===== config.mk =====
export PLATFORM = sky130hd
export DESIGN_NAME = frontEnd
export DESIGN_NICKNAME = d
export VERILOG_FILES = /design/src/verilog/frontEndPkg.sv /design/src/verilog/asciiWordDecoder.sv /design/src/verilog/a10LineLoader.sv /design/src/verilog/diagSequencer.sv /design/src/verilog/frontEnd.sv
export VERILOG_INCLUDE_DIRS = /design/src /design/src/verilog
export SDC_FILE = /design/constraint.sdc
export NUM_CORES = 1
export LEC_CHECK = 0
export BUFFER_PORTS_ARGS = -buffer_cell sky130_fd_sc_hd__buf_2
export CAP_MARGIN = 20
export CORE_ASPECT_RATIO = 1.4
export CORE_MARGIN = 10
export CORE_UTILIZATION = 56
export CTS_BUF_LIST = sky130_fd_sc_hd__clkbuf_8
export DETAILED_ROUTE_END_ITERATION = 12
export PLACE_DENSITY = 0.81
export RECOVER_POWER = 100
export SYNTH_ARGS = -nofsm -noshare
export SYNTH_HDL_FRONTEND = slang
export SYNTH_SLANG_ARGS = --single-unit

===== constraint.sdc =====
create_clock -name clk -period 6.85 [get_ports clk]
set_input_delay 0.3425 -clock clk [delete_from_list [all_inputs] [get_ports clk]]
set_output_delay 0.3425 -clock clk [all_outputs]
set_load 0.005 [all_outputs]

===== src/verilog/frontEnd_cfg.svh =====
// Console front end configuration
`ifndef FRONTEND_CFG_SVH
`define FRONTEND_CFG_SVH

// Word widths
`define WORD36_BITS 36
`define FIELD_BITS 16
`define ADDR_BITS 18
`define FUNC_BITS 7

// Separators of an ASCIIized load line
`define CHAR_COMMA 8'h2C
`define CHAR_SPACE 8'h20
`define CHAR_LF 8'h0A
`define CHAR_CR 8'h0D

// Record letter of a PDP-10 load line
`define RECORD_T 8'h54

// Diagnostic bus phase lengths in clock cycles
`define FUNC_STROBE_CYCLES 18
`define WRITE_STROBE_CYCLES 3
`define WRITE_DRIVE_CYCLES 4
// Cycle at whose end the read data is taken
`define READ_SAMPLE_CYCLE 2

`endif


===== src/verilog/frontEndPkg.sv =====
// Console front end types
`include "frontEnd_cfg.svh"

package frontEndPkg;

  ////////////////////////////////////////
  // Vector types
  ////////////////////////////////////////

  // Bus or memory word, bit 35 is PDP-10 bit 0
  typedef logic [`WORD36_BITS-1:0] word36T;
  // Decoded PDP-11 field word
  typedef logic [`FIELD_BITS-1:0] fieldWordT;
  typedef logic [`ADDR_BITS-1:0] pdpAddrT;
  typedef logic [7:0] asciiCharT;
  typedef logic [`FUNC_BITS-1:0] diagFuncT;

  ////////////////////////////////////////
  // State machines and command kinds
  ////////////////////////////////////////

  typedef enum logic [1:0] {
    diagWrite,
    diagFunc,
    diagRead
  } diagKindT;

  // Sequencer phases
  typedef enum logic [1:0] {
    idle,
    strobing,
    driveTail
  } seqStateT;

  // Loader position inside a load line
  typedef enum logic [1:0] {
    wordCount,
    address,
    data,
    skip
  } loadStateT;

  ////////////////////////////////////////
  // Bundles
  ////////////////////////////////////////

  // Diagnostic command, 45 bits
  typedef struct packed {
    diagKindT kind;
    diagFuncT func;
    word36T data;
  } diagCmdT;

  // What the front end puts on the diagnostic bus, 45 bits
  typedef struct packed {
    diagFuncT func;
    logic diagStrobe;
    logic driving;
    word36T data;
  } ebusDriveT;

  // One finished field of a load line, 25 bits
  typedef struct packed {
    fieldWordT word;
    asciiCharT recType;
    logic lineEnd;
  } fieldEventT;

endpackage


===== src/verilog/asciiWordDecoder.sv =====
// ASCIIized field decoder
`timescale 1ns/100ps
`include "frontEnd_cfg.svh"

module asciiWordDecoder (
  input  logic                    clk,
  input  logic                    arstN,
  input  logic                    charValid,
  input  frontEndPkg::asciiCharT  charIn,
  output logic                    fieldValid,
  output frontEndPkg::fieldEventT fieldEvent
);

  // Set once the record letter of the current line is taken
  logic haveType;
  frontEndPkg::asciiCharT heldType;
  frontEndPkg::fieldWordT acc;

  logic isSep;
  logic isLf;
  logic isBlank;

  // Character classes
  always_comb begin
    isLf = (charIn == `CHAR_LF);
    isSep = isLf || (charIn == `CHAR_COMMA);
    isBlank = (charIn == `CHAR_SPACE) || (charIn == `CHAR_CR);
  end

  ////////////////////////////////////////
  // Line position and accumulator
  ////////////////////////////////////////

  always_ff @(posedge clk or negedge arstN) begin
    if (!arstN) begin
      haveType <= 1'b0;
      acc <= '0;
      fieldValid <= 1'b0;
    end else begin
      fieldValid <= 1'b0;
      if (charValid) begin
        if (isSep) begin
          fieldValid <= 1'b1;
          acc <= '0;
          // Next character starts a new line
          if (isLf) begin
            haveType <= 1'b0;
          end
        end else if (!isBlank) begin
          if (!haveType) begin
            haveType <= 1'b1;
          end else begin
            // Six more bits in, oldest bits fall off the top
            acc <= {acc[`FIELD_BITS-7:0], charIn[5:0]};
          end
        end
      end
    end
  end

  // Record letter and finished field, no reset needed
  always_ff @(posedge clk) begin
    if (charValid && !isSep && !isBlank && !haveType) begin
      heldType <= charIn;
    end
    if (charValid && isSep) begin
      fieldEvent.word <= acc;
      fieldEvent.recType <= heldType;
      // Field before LF is the line checksum
      fieldEvent.lineEnd <= isLf;
    end
  end

endmodule


===== src/verilog/a10LineLoader.sv =====
// A10 load line loader
`timescale 1ns/100ps
`include "frontEnd_cfg.svh"

module a10LineLoader (
  input  logic                    clk,
  input  logic                    arstN,
  input  logic                    fieldValid,
  input  frontEndPkg::fieldEventT fieldEvent,
  output logic                    memWrite,
  output frontEndPkg::pdpAddrT    memAddr,
  output frontEndPkg::word36T     memData,
  output logic                    startValid,
  output frontEndPkg::pdpAddrT    startAddr,
  output logic                    checksumError
);

  frontEndPkg::loadStateT state;
  // Position inside a data triplet
  logic [1:0] tripIdx;
  logic [`FIELD_BITS-3:0] wordsDone;
  frontEndPkg::fieldWordT sum;

  // Line header and partial data word
  logic [`FIELD_BITS-3:0] wcReg;
  logic [1:0] addrHi;
  frontEndPkg::pdpAddrT baseAddr;
  frontEndPkg::fieldWordT w0;
  frontEndPkg::fieldWordT w1;

  logic isT;
  logic midLine;
  logic lineDone;
  logic writeNow;
  frontEndPkg::fieldWordT sumNext;

  always_comb begin
    isT = (fieldEvent.recType == `RECORD_T);
    midLine = fieldValid && !fieldEvent.lineEnd;
    lineDone = fieldValid && fieldEvent.lineEnd;
    // Third field of a triplet that is still inside the word count
    writeNow = midLine && (state == frontEndPkg::data) && (tripIdx == 2'd2)
               && (wordsDone < wcReg);
    // Negated checksum makes the line total zero
    sumNext = sum + fieldEvent.word;
  end

  ////////////////////////////////////////
  // Line walk
  ////////////////////////////////////////

  always_ff @(posedge clk or negedge arstN) begin
    if (!arstN) begin
      state <= frontEndPkg::wordCount;
      tripIdx <= '0;
      wordsDone <= '0;
      sum <= '0;
      memWrite <= 1'b0;
      startValid <= 1'b0;
      checksumError <= 1'b0;
    end else begin
      memWrite <= writeNow;
      checksumError <= 1'b0;
      if (lineDone) begin
        if (state != frontEndPkg::skip) begin
          checksumError <= (sumNext != '0);
          // Transfer line carries the program start
          if (state == frontEndPkg::data && wcReg == '0) begin
            startValid <= 1'b1;
          end
        end
        state <= frontEndPkg::wordCount;
        tripIdx <= '0;
        wordsDone <= '0;
        sum <= '0;
      end else if (midLine) begin
        sum <= sumNext;
        case (state)
          frontEndPkg::wordCount: begin
            state <= isT ? frontEndPkg::address : frontEndPkg::skip;
          end
          frontEndPkg::address: state <= frontEndPkg::data;
          frontEndPkg::data: begin
            tripIdx <= (tripIdx == 2'd2) ? 2'd0 : tripIdx + 2'd1;
            if (writeNow) begin
              wordsDone <= wordsDone + 1'b1;
            end
          end
          default: ;
        endcase
      end
    end
  end

  ////////////////////////////////////////
  // Header fields and data assembly
  ////////////////////////////////////////

  always_ff @(posedge clk) begin
    if (midLine && state == frontEndPkg::wordCount) begin
      // High byte bits carry address bits 17 and 16
      wcReg <= fieldEvent.word[`FIELD_BITS-3:0];
      addrHi <= fieldEvent.word[`FIELD_BITS-1:`FIELD_BITS-2];
    end
    if (midLine && state == frontEndPkg::address) begin
      baseAddr <= {addrHi, fieldEvent.word};
    end
    if (midLine && state == frontEndPkg::data && tripIdx == 2'd0) begin
      w0 <= fieldEvent.word;
    end
    if (midLine && state == frontEndPkg::data && tripIdx == 2'd1) begin
      w1 <= fieldEvent.word;
    end
    if (writeNow) begin
      memAddr <= baseAddr + `ADDR_BITS'(wordsDone);
      // PDP-10 bits 0-3, 4-19, 20-35
      memData <= {fieldEvent.word[3:0], w1, w0};
    end
    if (lineDone && state == frontEndPkg::data && wcReg == '0) begin
      startAddr <= baseAddr;
    end
  end

endmodule


===== src/verilog/diagSequencer.sv =====
// Diagnostic bus sequencer
`timescale 1ns/100ps
`include "frontEnd_cfg.svh"

module diagSequencer (
  input  logic                   clk,
  input  logic                   arstN,
  input  logic                   cmdValid,
  input  frontEndPkg::diagCmdT   cmd,
  output logic                   busy,
  output frontEndPkg::ebusDriveT ebus,
  input  frontEndPkg::word36T    ebusData,
  output logic                   readDone,
  output frontEndPkg::word36T    readResult
);

  // Counter spans the longest phase
  localparam int CNT_BITS = $clog2(`FUNC_STROBE_CYCLES);

  frontEndPkg::seqStateT state;
  logic [CNT_BITS-1:0] cnt;
  // Command held for the whole operation
  frontEndPkg::diagCmdT cmdReg;

  logic accept;
  logic [CNT_BITS-1:0] strobeLast;
  logic isWrite;
  logic isRead;

  always_comb begin
    accept = cmdValid && (state == frontEndPkg::idle);
    isWrite = (cmdReg.kind == frontEndPkg::diagWrite);
    isRead = (cmdReg.kind == frontEndPkg::diagRead);
    // Last strobe cycle per kind
    case (cmdReg.kind)
      frontEndPkg::diagFunc: strobeLast = CNT_BITS'(`FUNC_STROBE_CYCLES - 1);
      frontEndPkg::diagRead: strobeLast = CNT_BITS'(`READ_SAMPLE_CYCLE);
      default: strobeLast = CNT_BITS'(`WRITE_STROBE_CYCLES - 1);
    endcase
  end

  ////////////////////////////////////////
  // Phase control
  ////////////////////////////////////////

  always_ff @(posedge clk or negedge arstN) begin
    if (!arstN) begin
      state <= frontEndPkg::idle;
      cnt <= '0;
      readDone <= 1'b0;
    end else begin
      readDone <= 1'b0;
      case (state)
        frontEndPkg::idle: begin
          if (accept) begin
            state <= frontEndPkg::strobing;
            cnt <= '0;
          end
        end
        frontEndPkg::strobing: begin
          cnt <= cnt + 1'b1;
          // Read word is taken at the end of the sample cycle
          if (isRead && cnt == CNT_BITS'(`READ_SAMPLE_CYCLE)) begin
            readDone <= 1'b1;
          end
          if (cnt == strobeLast) begin
            state <= isWrite ? frontEndPkg::driveTail : frontEndPkg::idle;
          end
        end
        frontEndPkg::driveTail: begin
          // Data stays on the bus past the strobe
          cnt <= cnt + 1'b1;
          if (cnt == CNT_BITS'(`WRITE_DRIVE_CYCLES - 1)) begin
            state <= frontEndPkg::idle;
          end
        end
        default: state <= frontEndPkg::idle;
      endcase
    end
  end

  // Command and read data registers
  always_ff @(posedge clk) begin
    if (accept) begin
      cmdReg <= cmd;
    end
    if (state == frontEndPkg::strobing && isRead
        && cnt == CNT_BITS'(`READ_SAMPLE_CYCLE)) begin
      readResult <= ebusData;
    end
  end

  ////////////////////////////////////////
  // Bus outputs
  ////////////////////////////////////////

  always_comb begin
    busy = (state != frontEndPkg::idle);
    ebus.func = cmdReg.func;
    ebus.data = cmdReg.data;
    ebus.diagStrobe = (state == frontEndPkg::strobing);
    // Only a write drives the data lines
    ebus.driving = busy && isWrite;
  end

endmodule


===== src/verilog/frontEnd.sv =====
// Console front end top level
`timescale 1ns/100ps

module frontEnd (
  input  logic                   clk,
  input  logic                   arstN,
  // Load line character stream
  input  logic                   charValid,
  input  frontEndPkg::asciiCharT charIn,
  output logic                   memWrite,
  output frontEndPkg::pdpAddrT   memAddr,
  output frontEndPkg::word36T    memData,
  output logic                   startValid,
  output frontEndPkg::pdpAddrT   startAddr,
  output logic                   checksumError,
  // Diagnostic commands and bus
  input  logic                   cmdValid,
  input  frontEndPkg::diagCmdT   cmd,
  output logic                   busy,
  output frontEndPkg::ebusDriveT ebus,
  input  frontEndPkg::word36T    ebusData,
  output logic                   readDone,
  output frontEndPkg::word36T    readResult
);

  // Decoder to loader
  logic fieldValid;
  frontEndPkg::fieldEventT fieldEvent;

  asciiWordDecoder decoder_inst (
    .clk        (clk),
    .arstN      (arstN),
    .charValid  (charValid),
    .charIn     (charIn),
    .fieldValid (fieldValid),
    .fieldEvent (fieldEvent)
  );

  a10LineLoader loader_inst (
    .clk           (clk),
    .arstN         (arstN),
    .fieldValid    (fieldValid),
    .fieldEvent    (fieldEvent),
    .memWrite      (memWrite),
    .memAddr       (memAddr),
    .memData       (memData),
    .startValid    (startValid),
    .startAddr     (startAddr),
    .checksumError (checksumError)
  );

  diagSequencer sequencer_inst (
    .clk        (clk),
    .arstN      (arstN),
    .cmdValid   (cmdValid),
    .cmd        (cmd),
    .busy       (busy),
    .ebus       (ebus),
    .ebusData   (ebusData),
    .readDone   (readDone),
    .readResult (readResult)
  );

endmodule


# After elaboration in Yosys (flattened, before gate mapping)

Cells that the tools add are included.

Input port bits: 93
Register bits: 315

Magnitude comparators: 1
Multiplexer cells: 34
Reduce and logical (&&, ||, !) cells: 49
Eq/ne operators: 22
Add/sub/neg operators: 5

Operators by type and width:

| kind                                                                    | number |
|---|---|
| 16-bit 2-to-1 mux                                                       | 5 |
| 14-bit 2-to-1 mux                                                       | 4 |
| 2-bit 2-to-1 mux                                                        | 11 |
| 1-bit logical AND                                                       | 21 |
| 18-bit by 14-bit adder with 18-bit output                               | 1 |
| 16-bit adder                                                            | 1 |
| 8-bit by 4-bit equality test with 1-bit output, second input constant   | 2 |
| 8-bit by 6-bit equality test with 1-bit output, second input constant   | 2 |
| 16-bit nonzero test                                                     | 1 |
| 3-bit AND reduction                                                     | 5 |
| 14-bit by 1-bit adder with 14-bit output, second input constant         | 1 |
| 14-bit zero test                                                        | 1 |
| 14-bit less-than comparator                                             | 1 |
| 2-bit nonzero test                                                      | 6 |
| 5-bit by 2-bit equality test with 1-bit output, second input constant   | 2 |
| 5-bit 2-to-1 mux                                                        | 2 |
| 5-bit one-hot mux with 2 select lines                                   | 1 |
| 1-bit 2-to-1 mux                                                        | 9 |
| 2-bit by 1-bit equality test with 1-bit output, second input constant   | 4 |
| 2-bit equality test, second input constant                              | 4 |
| 8-bit by 7-bit equality test with 1-bit output, second input constant   | 1 |
| 2-bit zero test                                                         | 4 |
| 2-bit by 1-bit inequality test with 1-bit output, second input constant | 4 |
| 2-bit one-hot mux with 3 select lines                                   | 1 |
| other kinds (10)                                                        | 17 |

# Logic depth before layout (Yosys ltp)

Gate-level depths: netlist (run 1).

Depth in word-level cells: 9
Depth in mapped cells: 11

# Hierarchy

Synthesis (run 1) repeated with hierarchy kept, for this count alone.

Cells, all modules: 822
Area, all modules: 12,697.2 um^2

Modules (own cells, without submodules):

| module           | times used | cells an instance | sequential area each (um^2) | area each (um^2) |
|---|---|---|---|---|
| a10LineLoader    | 1          | 550               | 5,069.9                     | 7,599.8 |
| diagSequencer    | 1          | 184               | 2,632.5                     | 3,314.4 |
| asciiWordDecoder | 1          | 88                | 1,441.4                     | 1,783.0 |

# Worst setup path after synthesis (run 1)

No wires, ideal clock.

Path type: flip-flop to flip-flop
Start: register loader_inst.wordsDone[11]
End: register loader_inst.wordsDone[2]
Data required time: 6,553 ps
Buffers on the path: 0
Data arrival time: 4,645 ps
Stages on the path, launching flop included: 6
Slack: 1,908 ps
Cells stage by stage: dfrtp_1 -> ha_1 -> a211oi_1 -> a21oi_1 -> a21oi_1 -> o311ai_0

Cells in the longest elaborated chain, start to end: 4

Ends and longest elaborated chain:

| element                              | RTL line            | source |
|---|---|---|
| from (decl)                          | a10LineLoader.sv:21 | `` logic [`FIELD_BITS-3:0] wordsDone; `` |
| from (signal assigned)               | a10LineLoader.sv:86 | `wordsDone <= wordsDone + 1'b1;` |
| 14-bit less-than comparator          | a10LineLoader.sv:43 | `&& (wordsDone < wcReg);` |
| 1-bit logical AND                    | a10LineLoader.sv:43 |  |
| net loader_inst.writeNow             | a10LineLoader.sv:34 | `logic writeNow;` |
| 2-bit nonzero test (no source line)  | -                   |  |
| 3-bit AND reduction (no source line) | -                   |  |

The timed path passes the listed nets, and every way through them passes these cells.
A chain may end at the register's enable or synchronous reset.

# Worst setup path in the final report (run 1)

Start: input port charIn[4]
End: register decoder_inst.acc[0]

Cells in the longest elaborated chain, start to end: 4
Elaborated cells between the ends (all ways): 10
Those cells by class: 5 x eq/ne; 1 x mux; 4 x reduce/logical

Ends and longest elaborated chain:

| element                                                                                                                           | RTL line                                       | source |
|---|---|---|
| from (decl)                                                                                                                       | frontEnd.sv:9                                  | `input frontEndPkg::asciiCharT charIn,` |
| 8-bit by 6-bit equality test with 1-bit output (no source line) or 8-bit by 4-bit equality test with 1-bit output (tied branches) | -                                              |  |
| 1-bit logical OR (on tied branches)                                                                                               | asciiWordDecoder.sv:27, asciiWordDecoder.sv:26 |  |
| 2-bit by 1-bit inequality test with 1-bit output (no source line) or 2-bit nonzero test (tied branches)                           | -                                              |  |
| 3-bit AND reduction (no source line)                                                                                              | -                                              |  |
| to (signal assigned)                                                                                                              | asciiWordDecoder.sv:54                         | `` acc <= {acc[`FIELD_BITS-7:0], charIn[5:0]}; `` |
| to (decl)                                                                                                                         | asciiWordDecoder.sv:17                         | `frontEndPkg::fieldWordT acc;` |

Parallel ways exist; a longest one is shown, timed or not.

==> reports/results.tsv, run 1 <==
metric	value	unit
outcome	finished with violations	
failing checks	capacitance limit, slew limit	
CP Launch Point	charIn[4]	
kind of end point of the critical path	register	
root buffer cell	clkbuf_8	
Comb pwr share	0.087	
Core Area	22450	sq um
clock power share	0.376	
initial antenna violation count	0	
WP data arrival	4.49	ns
Synth top area share	0.5939	
Async SR Flop Fraction	0.2000	
total number of vias	8129	
Primary FF master, synth	edfxtp_1	
top post-synthesis cells by area	edfxtp_1 59%, dfrtp_1 12%, ha_1 4.7%	
Core Rows	65	
Clock Tree Buf Depth	3	
CTS clk-pin slew, worst paths	0.06	ns
top post-synthesis cells by count	252 x edfxtp_1, 65 x nand2_1, 63 x dfrtp_1	
Power per Cell Area	267.8	nW/um^2
Detailed Route WL	29.24	mm
total track usage	0.1953	
chip width	147.5	um
htree depth	2	
NetSw	0.0009845	W
Critical-path top delay cell	o21ai_0	
Slew headroom	-1.389	
Finished Cell Area	15610	sq um
skew final	0.02885	ns
Critical Path RT	7.29	ns
Worst setup SP type	input port	
Post-synth EDFFs	252	
post-synthesis cell type count	67	
Cells after Synth	858	
vias in the first global route	8665	
placed cell count	1358	
Tmin final	4.053	ns
gpl congestion	0.8725	
sequential share of the synthesized area	0.7177	
I/O pin count	251	
fmax	246.7	MHz
Max IR drop VDD	0.0002140	V
Hold/Removal Path Class	input port to register	
CTS tree	done	
R2R cell count	5	
Leak	6.024	nW
Flop pwr share	0.537	
Critical Path Max Stage Delay	1.94	ns
area grow syn2layout	22.55	%
clock sink count	315	
endpoints failing setup	0	
number of antenna diodes	0	
syn nets	1001	
largest area contributor in the netlist	edfxtp_1	
Layout Cells excl Fill	1530	
full die area	29270	sq um
Initial Utilization	0.5676	
vias per inst	5.313	
crit-path max FO	30	
TritonCTS Buffers	45	
TritonRoute pass-1 iters	5	
worst r2r dst	loader_inst.memData[33]	
Final HPWL DP	19.44	mm
Yosys reg bits	315	
switching part of the total	0.2354	
Critical Path, Cell by Cell	dlygate4sd3_1, clkbuf_1, or3_1, or4_1, and2_0, inv_1, o21ai_0, mux2_2	
fin nets	1335	
final core occ	0.6956	
number of synthesis warnings	0	
port buffer count	250	
unrepaired setup endpoints after global routing	no	
Worst Tran Pin Value	3.584	ns
FF-to-FF Start	loader_inst.wordsDone[11]	
Final Cycle Share	0.5917	
pin count of the biggest net entering global routing	64	
Fin. Hold Viols	0	
GRT overflow	0	
DR DRC count	0	
Int Pwr	0.003197	W
DR iter-0 viols	408	
layout cells sized above 1	0.1343	
Die H	198.5	um
Cell Area, Placed	14070	sq um
crit path capture	decoder_inst.acc[0]	
reg-to-reg slack, setup	3.05	ns
wire length per cell	19.11	um
post-route ant nets	0	
Syn Std Cell Area	12740	sq um
Avg Cell Area, Syn	14.85	sq um
CP Class	input port to register	
final slew viol count	178	
top-count cell post-synth	edfxtp_1	
total power	0.004182	W
setup bufs post-CTS	0	
first-pass GRT wire length	45.36	mm
insertion delay to the later sink of the worst-skew pair	0.58	ns
setup tns final	0	ns
max-cap violations	4	
## stage by stage
step / setup slack, ns / hold slack, ns
after global placement: 3.747 / 0.4012
after floorplan: 1.908 / 0.04691
final: 2.797 / 0.1073
after CTS: 3.635 / 0.001548
after detailed placement: 3.662 / 0.4045
after global routing: 2.132 / 0.09924
## layout by cell type (no fill, tap or decap), types with 5 or more instances in the layout
master           n
clkbuf_8        46
a31oi_1          7
buf_2           88
a21oi_1         32
nand4_1          8
nor3_1          17
nor3b_1          5
o21ai_0         39
clkbuf_1       171
a211oi_1         6
xnor2_1         17
bufinv_16        6
clkinv_2         7
a22o_1           7
dfrtp_1         63
ha_1            48
or3_1            7
nor2_1          38
nand2b_1         9
nand3_1         14
dlygate4sd3_1   85
o21bai_1         5
nand2_1         65
nor2b_1          8
xor2_1          11
inv_1           52
clkinv_1         9
o211ai_1         6
o21a_1           5
edfxtp_1       252
a21o_1          10
nor4_1          10
o2bb2ai_1       11
## worst min-delay path by stage
stage,start,endpoint,depth (start not counted)
finish,charIn[1],decoder_inst.acc[1],3
global placement,loader_inst.w1[1],loader_inst.memData[17],0
global route,charIn[0],decoder_inst.heldType[0],1
CTS,charIn[0],decoder_inst.heldType[0],1
detailed placement,decoder_inst.heldType[5],decoder_inst.fieldEvent[6],0
floorplan,arstN,decoder_inst.acc[0],0
## kinds of logic after synthesis
family	synth area share
muxes	0.005794
xor gates and xnor gates	0.01925
DFF	0.7177
adders and majority gates	0.05028
and+or+nand+nor	0.07866
buffers and inverters	0.04272
AOI/OAI and AO/OA	0.08563
## timing repair
| item | CTS | global route |
|---|---|---|
| endpoints found under the hold margin | 116 | 0 |
| hold buffers | 85 | 0 |
| resized for setup | 0 | 0 |
## layout make-up
type | instances | area (sq um)
timing repair buffer | 346 | 1944
clock inverter | 38 | 344.1
sequential | 315 | 9144
clock buffer | 46 | 633.1
inverter | 41 | 153.9
tap | 301 | 376.6
fill | 1654 | 6833
multi-input combinational | 443 | 3018
## critical path: cells and delay by family
family / cells / cell delay, ns
AOI/OAI and AO/OA: 1 / 1.94
buffers and inverters: 3 / 0.81
muxes: 1 / 0.47
and+or+nand+nor: 3 / 0.93
## power groups by stage
stage	combinational, W	clock [W]	sequential, W
4_1_cts	0.000385	0.00160	0.00223
6_report	0.000364	0.00157	0.00224
2_1_floorplan	0.000255	0	0.00226
3_5_place_dp	0.000346	0	0.00227
3_3_place_gp	0.000329	0	0.00227
5_1_grt	0.000413	0.00169	0.00225
## flip-flops by register name, indices dropped and copies added (netlist names), 5 cells and up
register,flops
sequencer_inst.readResult,36
loader_inst.wordsDone,14
loader_inst.w1,16
sequencer_inst.cnt,5
sequencer_inst.ebus,43
decoder_inst.heldType,8
loader_inst.baseAddr,18
loader_inst.wcReg,14
decoder_inst.fieldEvent,25
loader_inst.startAddr,18
loader_inst.memAddr,18
decoder_inst.acc,16
loader_inst.w0,16
loader_inst.sum,16
loader_inst.memData,36
## layer usage
| metal | GRT usage | up-vias | part of all wire |
|---|---|---|---|
| met5 | 0 | - | 0 |
| met4 | 0.07616 | 0 | 0.032 |
| met3 | 0.05684 | 62 | 0.074 |
| met2 | 0.3648 | 277 | 0.55 |
| met1 | 0.1997 | 3942 | 0.34 |
| li1 | - | 3848 | - |
(Power assumes the default switching activity.)
==> run 2: changes to the inputs <==
--- a/config.mk
+++ b/config.mk
@@ -6,14 +6,15 @@
 export SDC_FILE = /design/constraint.sdc
 export NUM_CORES = 1
 export LEC_CHECK = 0
+export ABC_AREA = 1
 export BUFFER_PORTS_ARGS = -buffer_cell sky130_fd_sc_hd__buf_2
 export CAP_MARGIN = 20
 export CORE_ASPECT_RATIO = 1.4
 export CORE_MARGIN = 10
-export CORE_UTILIZATION = 56
+export CORE_UTILIZATION = 52
 export CTS_BUF_LIST = sky130_fd_sc_hd__clkbuf_8
 export DETAILED_ROUTE_END_ITERATION = 12
-export PLACE_DENSITY = 0.81
+export PLACE_DENSITY = 0.79
 export RECOVER_POWER = 100
 export SYNTH_ARGS = -nofsm -noshare
 export SYNTH_HDL_FRONTEND = slang
==> constraint.sdc (replaced) <==
create_clock -name clk -period 3.68 [get_ports clk]
set_input_delay 0.184 -clock clk [delete_from_list [all_inputs] [get_ports clk]]
set_output_delay 0.184 -clock clk [all_outputs]
set_load 0.005 [all_outputs]
==> run 2 against run 1 <==
The run still ends with capacitance limit, slew limit left; final cell count rose by 13%; core utilization fell by 4.9 points; non-clock buffer count rose by 9; worst hold slack got worse by 0.061 ns; sequential power rose by 87%; via count rose by 7.9%; largest cell class unchanged; largest power group unchanged.
==> reports/results.tsv, run 2 <==
metric	value	unit	change
met3 GRT Util	0.05887		+0.002028
final worst slack	0.7960	ns	-2.001 ns
Yosys reg bits	315		unchanged
CTS clk-pin slew, worst paths	0.06	ns	about the same
Initial Utilization	0.5269		-0.04074
root buffer cell	clkbuf_8		
NetSw	0.001830	W	+86%
Critical Path RT	3.96	ns	-3.33 ns
crit-path max FO	29		-3.3%
I/O pin count	251		unchanged
Primary FF master, synth	edfxtp_1		
Flop pwr share	0.547		+0.010
Comb pwr share	0.086		about the same
total power	0.007650	W	+83%
chip width	153.6	um	+4.2%
area grow syn2layout	22.72	%	
Die H	207.1	um	+4.3%
initial antenna violation count	2		+2
layout cells sized above 1	0.1136		-0.02070
htree depth	2		unchanged
Place WS	1.006	ns	-2.657 ns
sequential share of the synthesized area	0.7034		-0.01430
clock sink count	315		unchanged
Avg Cell Area, Syn	12.75	sq um	-14%
Max IR drop VDD	0.0005495	V	+160%
Fin Hold WS	0.04625	ns	-0.06107 ns
Critical-path top delay cell	inv_2		
most frequent cells in the layout	252 x edfxtp_1, 219 x nand2_1, 177 x clkbuf_1		
Core Area	24670	sq um	+9.9%
gpl congestion	0.9330		+6.9%
final slew viol count	115		-35%
WP data arrival	3.17	ns	-1.32 ns
Synth top area share	0.5821		-0.01183
Async SR Flop Fraction	0.2000		unchanged
syn nets	1163		+16%
CTS tree	done		
top post-synthesis cells by count	252 x edfxtp_1, 218 x nand2_1, 96 x inv_1		
skew final	0.04421	ns	+0.01535 ns
Critical Path Max Stage Delay	0.50	ns	-1.44 ns
Leak	6.592	nW	+9.4%
setup tns final	0	ns	unchanged
port buffer count	250		unchanged
vias in the first global route	9381		+8.3%
full die area	31810	sq um	+8.7%
DR iter-0 viols	526		+29%
unrepaired setup endpoints after global routing	no		
Syn Std Cell Area	13000	sq um	+2.0%
Int Pwr	0.005820	W	+82%
Worst Tran Pin Value	2.261	ns	-1.322 ns
Clock Tree Buf Depth	3		unchanged
busiest metal layer after global routing	met2		
max-cap violations	3		-1
wire length per cell	18.23	um	-4.6%
setup bufs post-CTS	0		unchanged
endpoints failing setup	0		unchanged
switching part of the total	0.2392		+0.003727
Detailed Route WL	31.47	mm	+7.6%
pin count of the biggest net entering global routing	46		-28%
Tmin final	2.884	ns	
CP delay by family, top	buffers and inverters		
Slew headroom	-0.5076		+0.8816
Cells after Synth	1020		+19%
clock power share	0.367		-0.009
Power per Cell Area	479.5	nW/um^2	+79%
worst path bufs/invs	5		+2
fmax	346.7	MHz	
cts repair resizes	0		unchanged
first-pass GRT wire length	50.09	mm	+10%
most used cell, CP	inv_1		
post-synthesis cell type count	43		-36%
top-count cell post-synth	edfxtp_1		
DR DRC count	0		unchanged
Critical Path, Cell by Cell	inv_1, nor2_8, inv_1, nor2_2, inv_1, nor3_4, nand3_4, inv_2, buf_4		
Fin. Hold Viols	0		unchanged
Layout fillers	1902		+15%
area of the multi-input gates	3079	sq um	+2.0%
Core Rows	68		+4.6%
outcome	finished with violations		
Final HPWL DP	21.89	mm	+13%
met1 usage in global routing	0.2023		+0.002576
fin nets	1514		+13%
total number of vias	8770		+7.9%
failing checks	capacitance limit, slew limit		
hold buffer count at CTS	91		+7.1%
largest area contributor in the netlist	edfxtp_1		
FF+latch area	9144	sq um	unchanged
max FFs per register	43		unchanged
CP Class	register to register		
insertion delay to the later sink of the worst-skew pair	0.61	ns	+0.03 ns
Post-synth EDFFs	252		unchanged
commonest non-fill, non-tap cell in the layout	edfxtp_1		
Worst setup SP type	register		
Final Cycle Share	0.7837		
GRT overflow	0		unchanged
number of synthesis warnings	0		unchanged
post-route ant nets	0		unchanged
vias per inst	5.081		-4.4%
Hold/Removal Path Class	input port to register		
top post-synthesis cells by area	edfxtp_1 58%, dfrtp_1 12%, nand2_1 6.3%		
kind of end point of the critical path	register		
TritonRoute pass-1 iters	5		unchanged
met2 usage	0.3450		-0.01981
total track usage	0.1953		about the same
TritonCTS Buffers	46		+2.2%
## run 2: stage by stage
| step | util | cells | area, sq um |
|---|---|---|---|
| final | 0.6466 | 1726 | 15950 |
| after global routing | 0.6466 | 1726 | 15950 |
| after CTS | 0.6584 | 1724 | 16240 |
| after detailed placement | 0.5834 | 1547 | 14390 |
| after global placement | 0.5834 | 1547 | 14390 |
| after floorplan | - | 1020 | 13000 |
## run 2: path summary, 6_finish.rpt
path	cells past startpoint	slack, ns	startpoint	endpoint
worst max-delay path	9	0.80	decoder_inst.fieldValid	loader_inst.memData[29]
worst min-delay path	4	0.05	cmdValid	sequencer_inst.state[0]
worst max register to register	9	0.80	decoder_inst.fieldValid	loader_inst.memData[29]
worst min register to register	0	0.40	loader_inst.w1[8]	loader_inst.memData[24]
max in group asynchronous	3	1.18	arstN	loader_inst.wordsDone[1]
min in group asynchronous	2	0.56	arstN	loader_inst.state[0]
## run 2: routing by layer
layer | wire length, um | vias to the layer above
met5 | 0 | -
met4 | 1391 | 0
met3 | 2578 | 95
met2 | 16650 | 361
met1 | 10860 | 4106
li1 | - | 4208
## run 2: area by class of cell
cell class                      count  share of cell area
Antenna cell                        2           0.0003137
Clock buffer                       49             0.04227
Clock inverter                     37             0.01663
Inverter                           99             0.02329
Multi-Input combinational cell    554              0.1930
Sequential cell                   315              0.5731
Tap cell                          315             0.02470
Timing Repair Buffer              355              0.1267
## run 2: power by group through the flow
stage                     Sequential (W)  Clock [W]  Combinational [W]
after floorplan                  0.00422          0           0.000459
after global placement           0.00422          0           0.000613
after detailed placement         0.00424          0           0.000631
after CTS                        0.00416    0.00286           0.000710
after global routing             0.00421    0.00305           0.000752
final                            0.00418    0.00281           0.000659
## run 2: cell families (layout without fill, tap and decap cells)
| family | after synthesis | count (layout) | synth area share |
|---|---|---|---|
| simple gates | 366 | 366 | 0.1222 |
| buf+inv | 151 | 540 | 0.05688 |
| compound gates | 107 | 107 | 0.04735 |
| other cells | 0 | 2 | 0 |
| flops | 315 | 315 | 0.7034 |
| xor+xnor | 31 | 31 | 0.02089 |
| fa+ha+maj | 50 | 50 | 0.04928 |
## run 2: worst reg2reg max path, delay by kind of cell, from the launching register on
| kind | cells | cell delay (ns) |
|---|---|---|
| buf+inv | 5 | 1.53 |
| simple gates | 4 | 0.70 |
| flops | 1 | 0.36 |
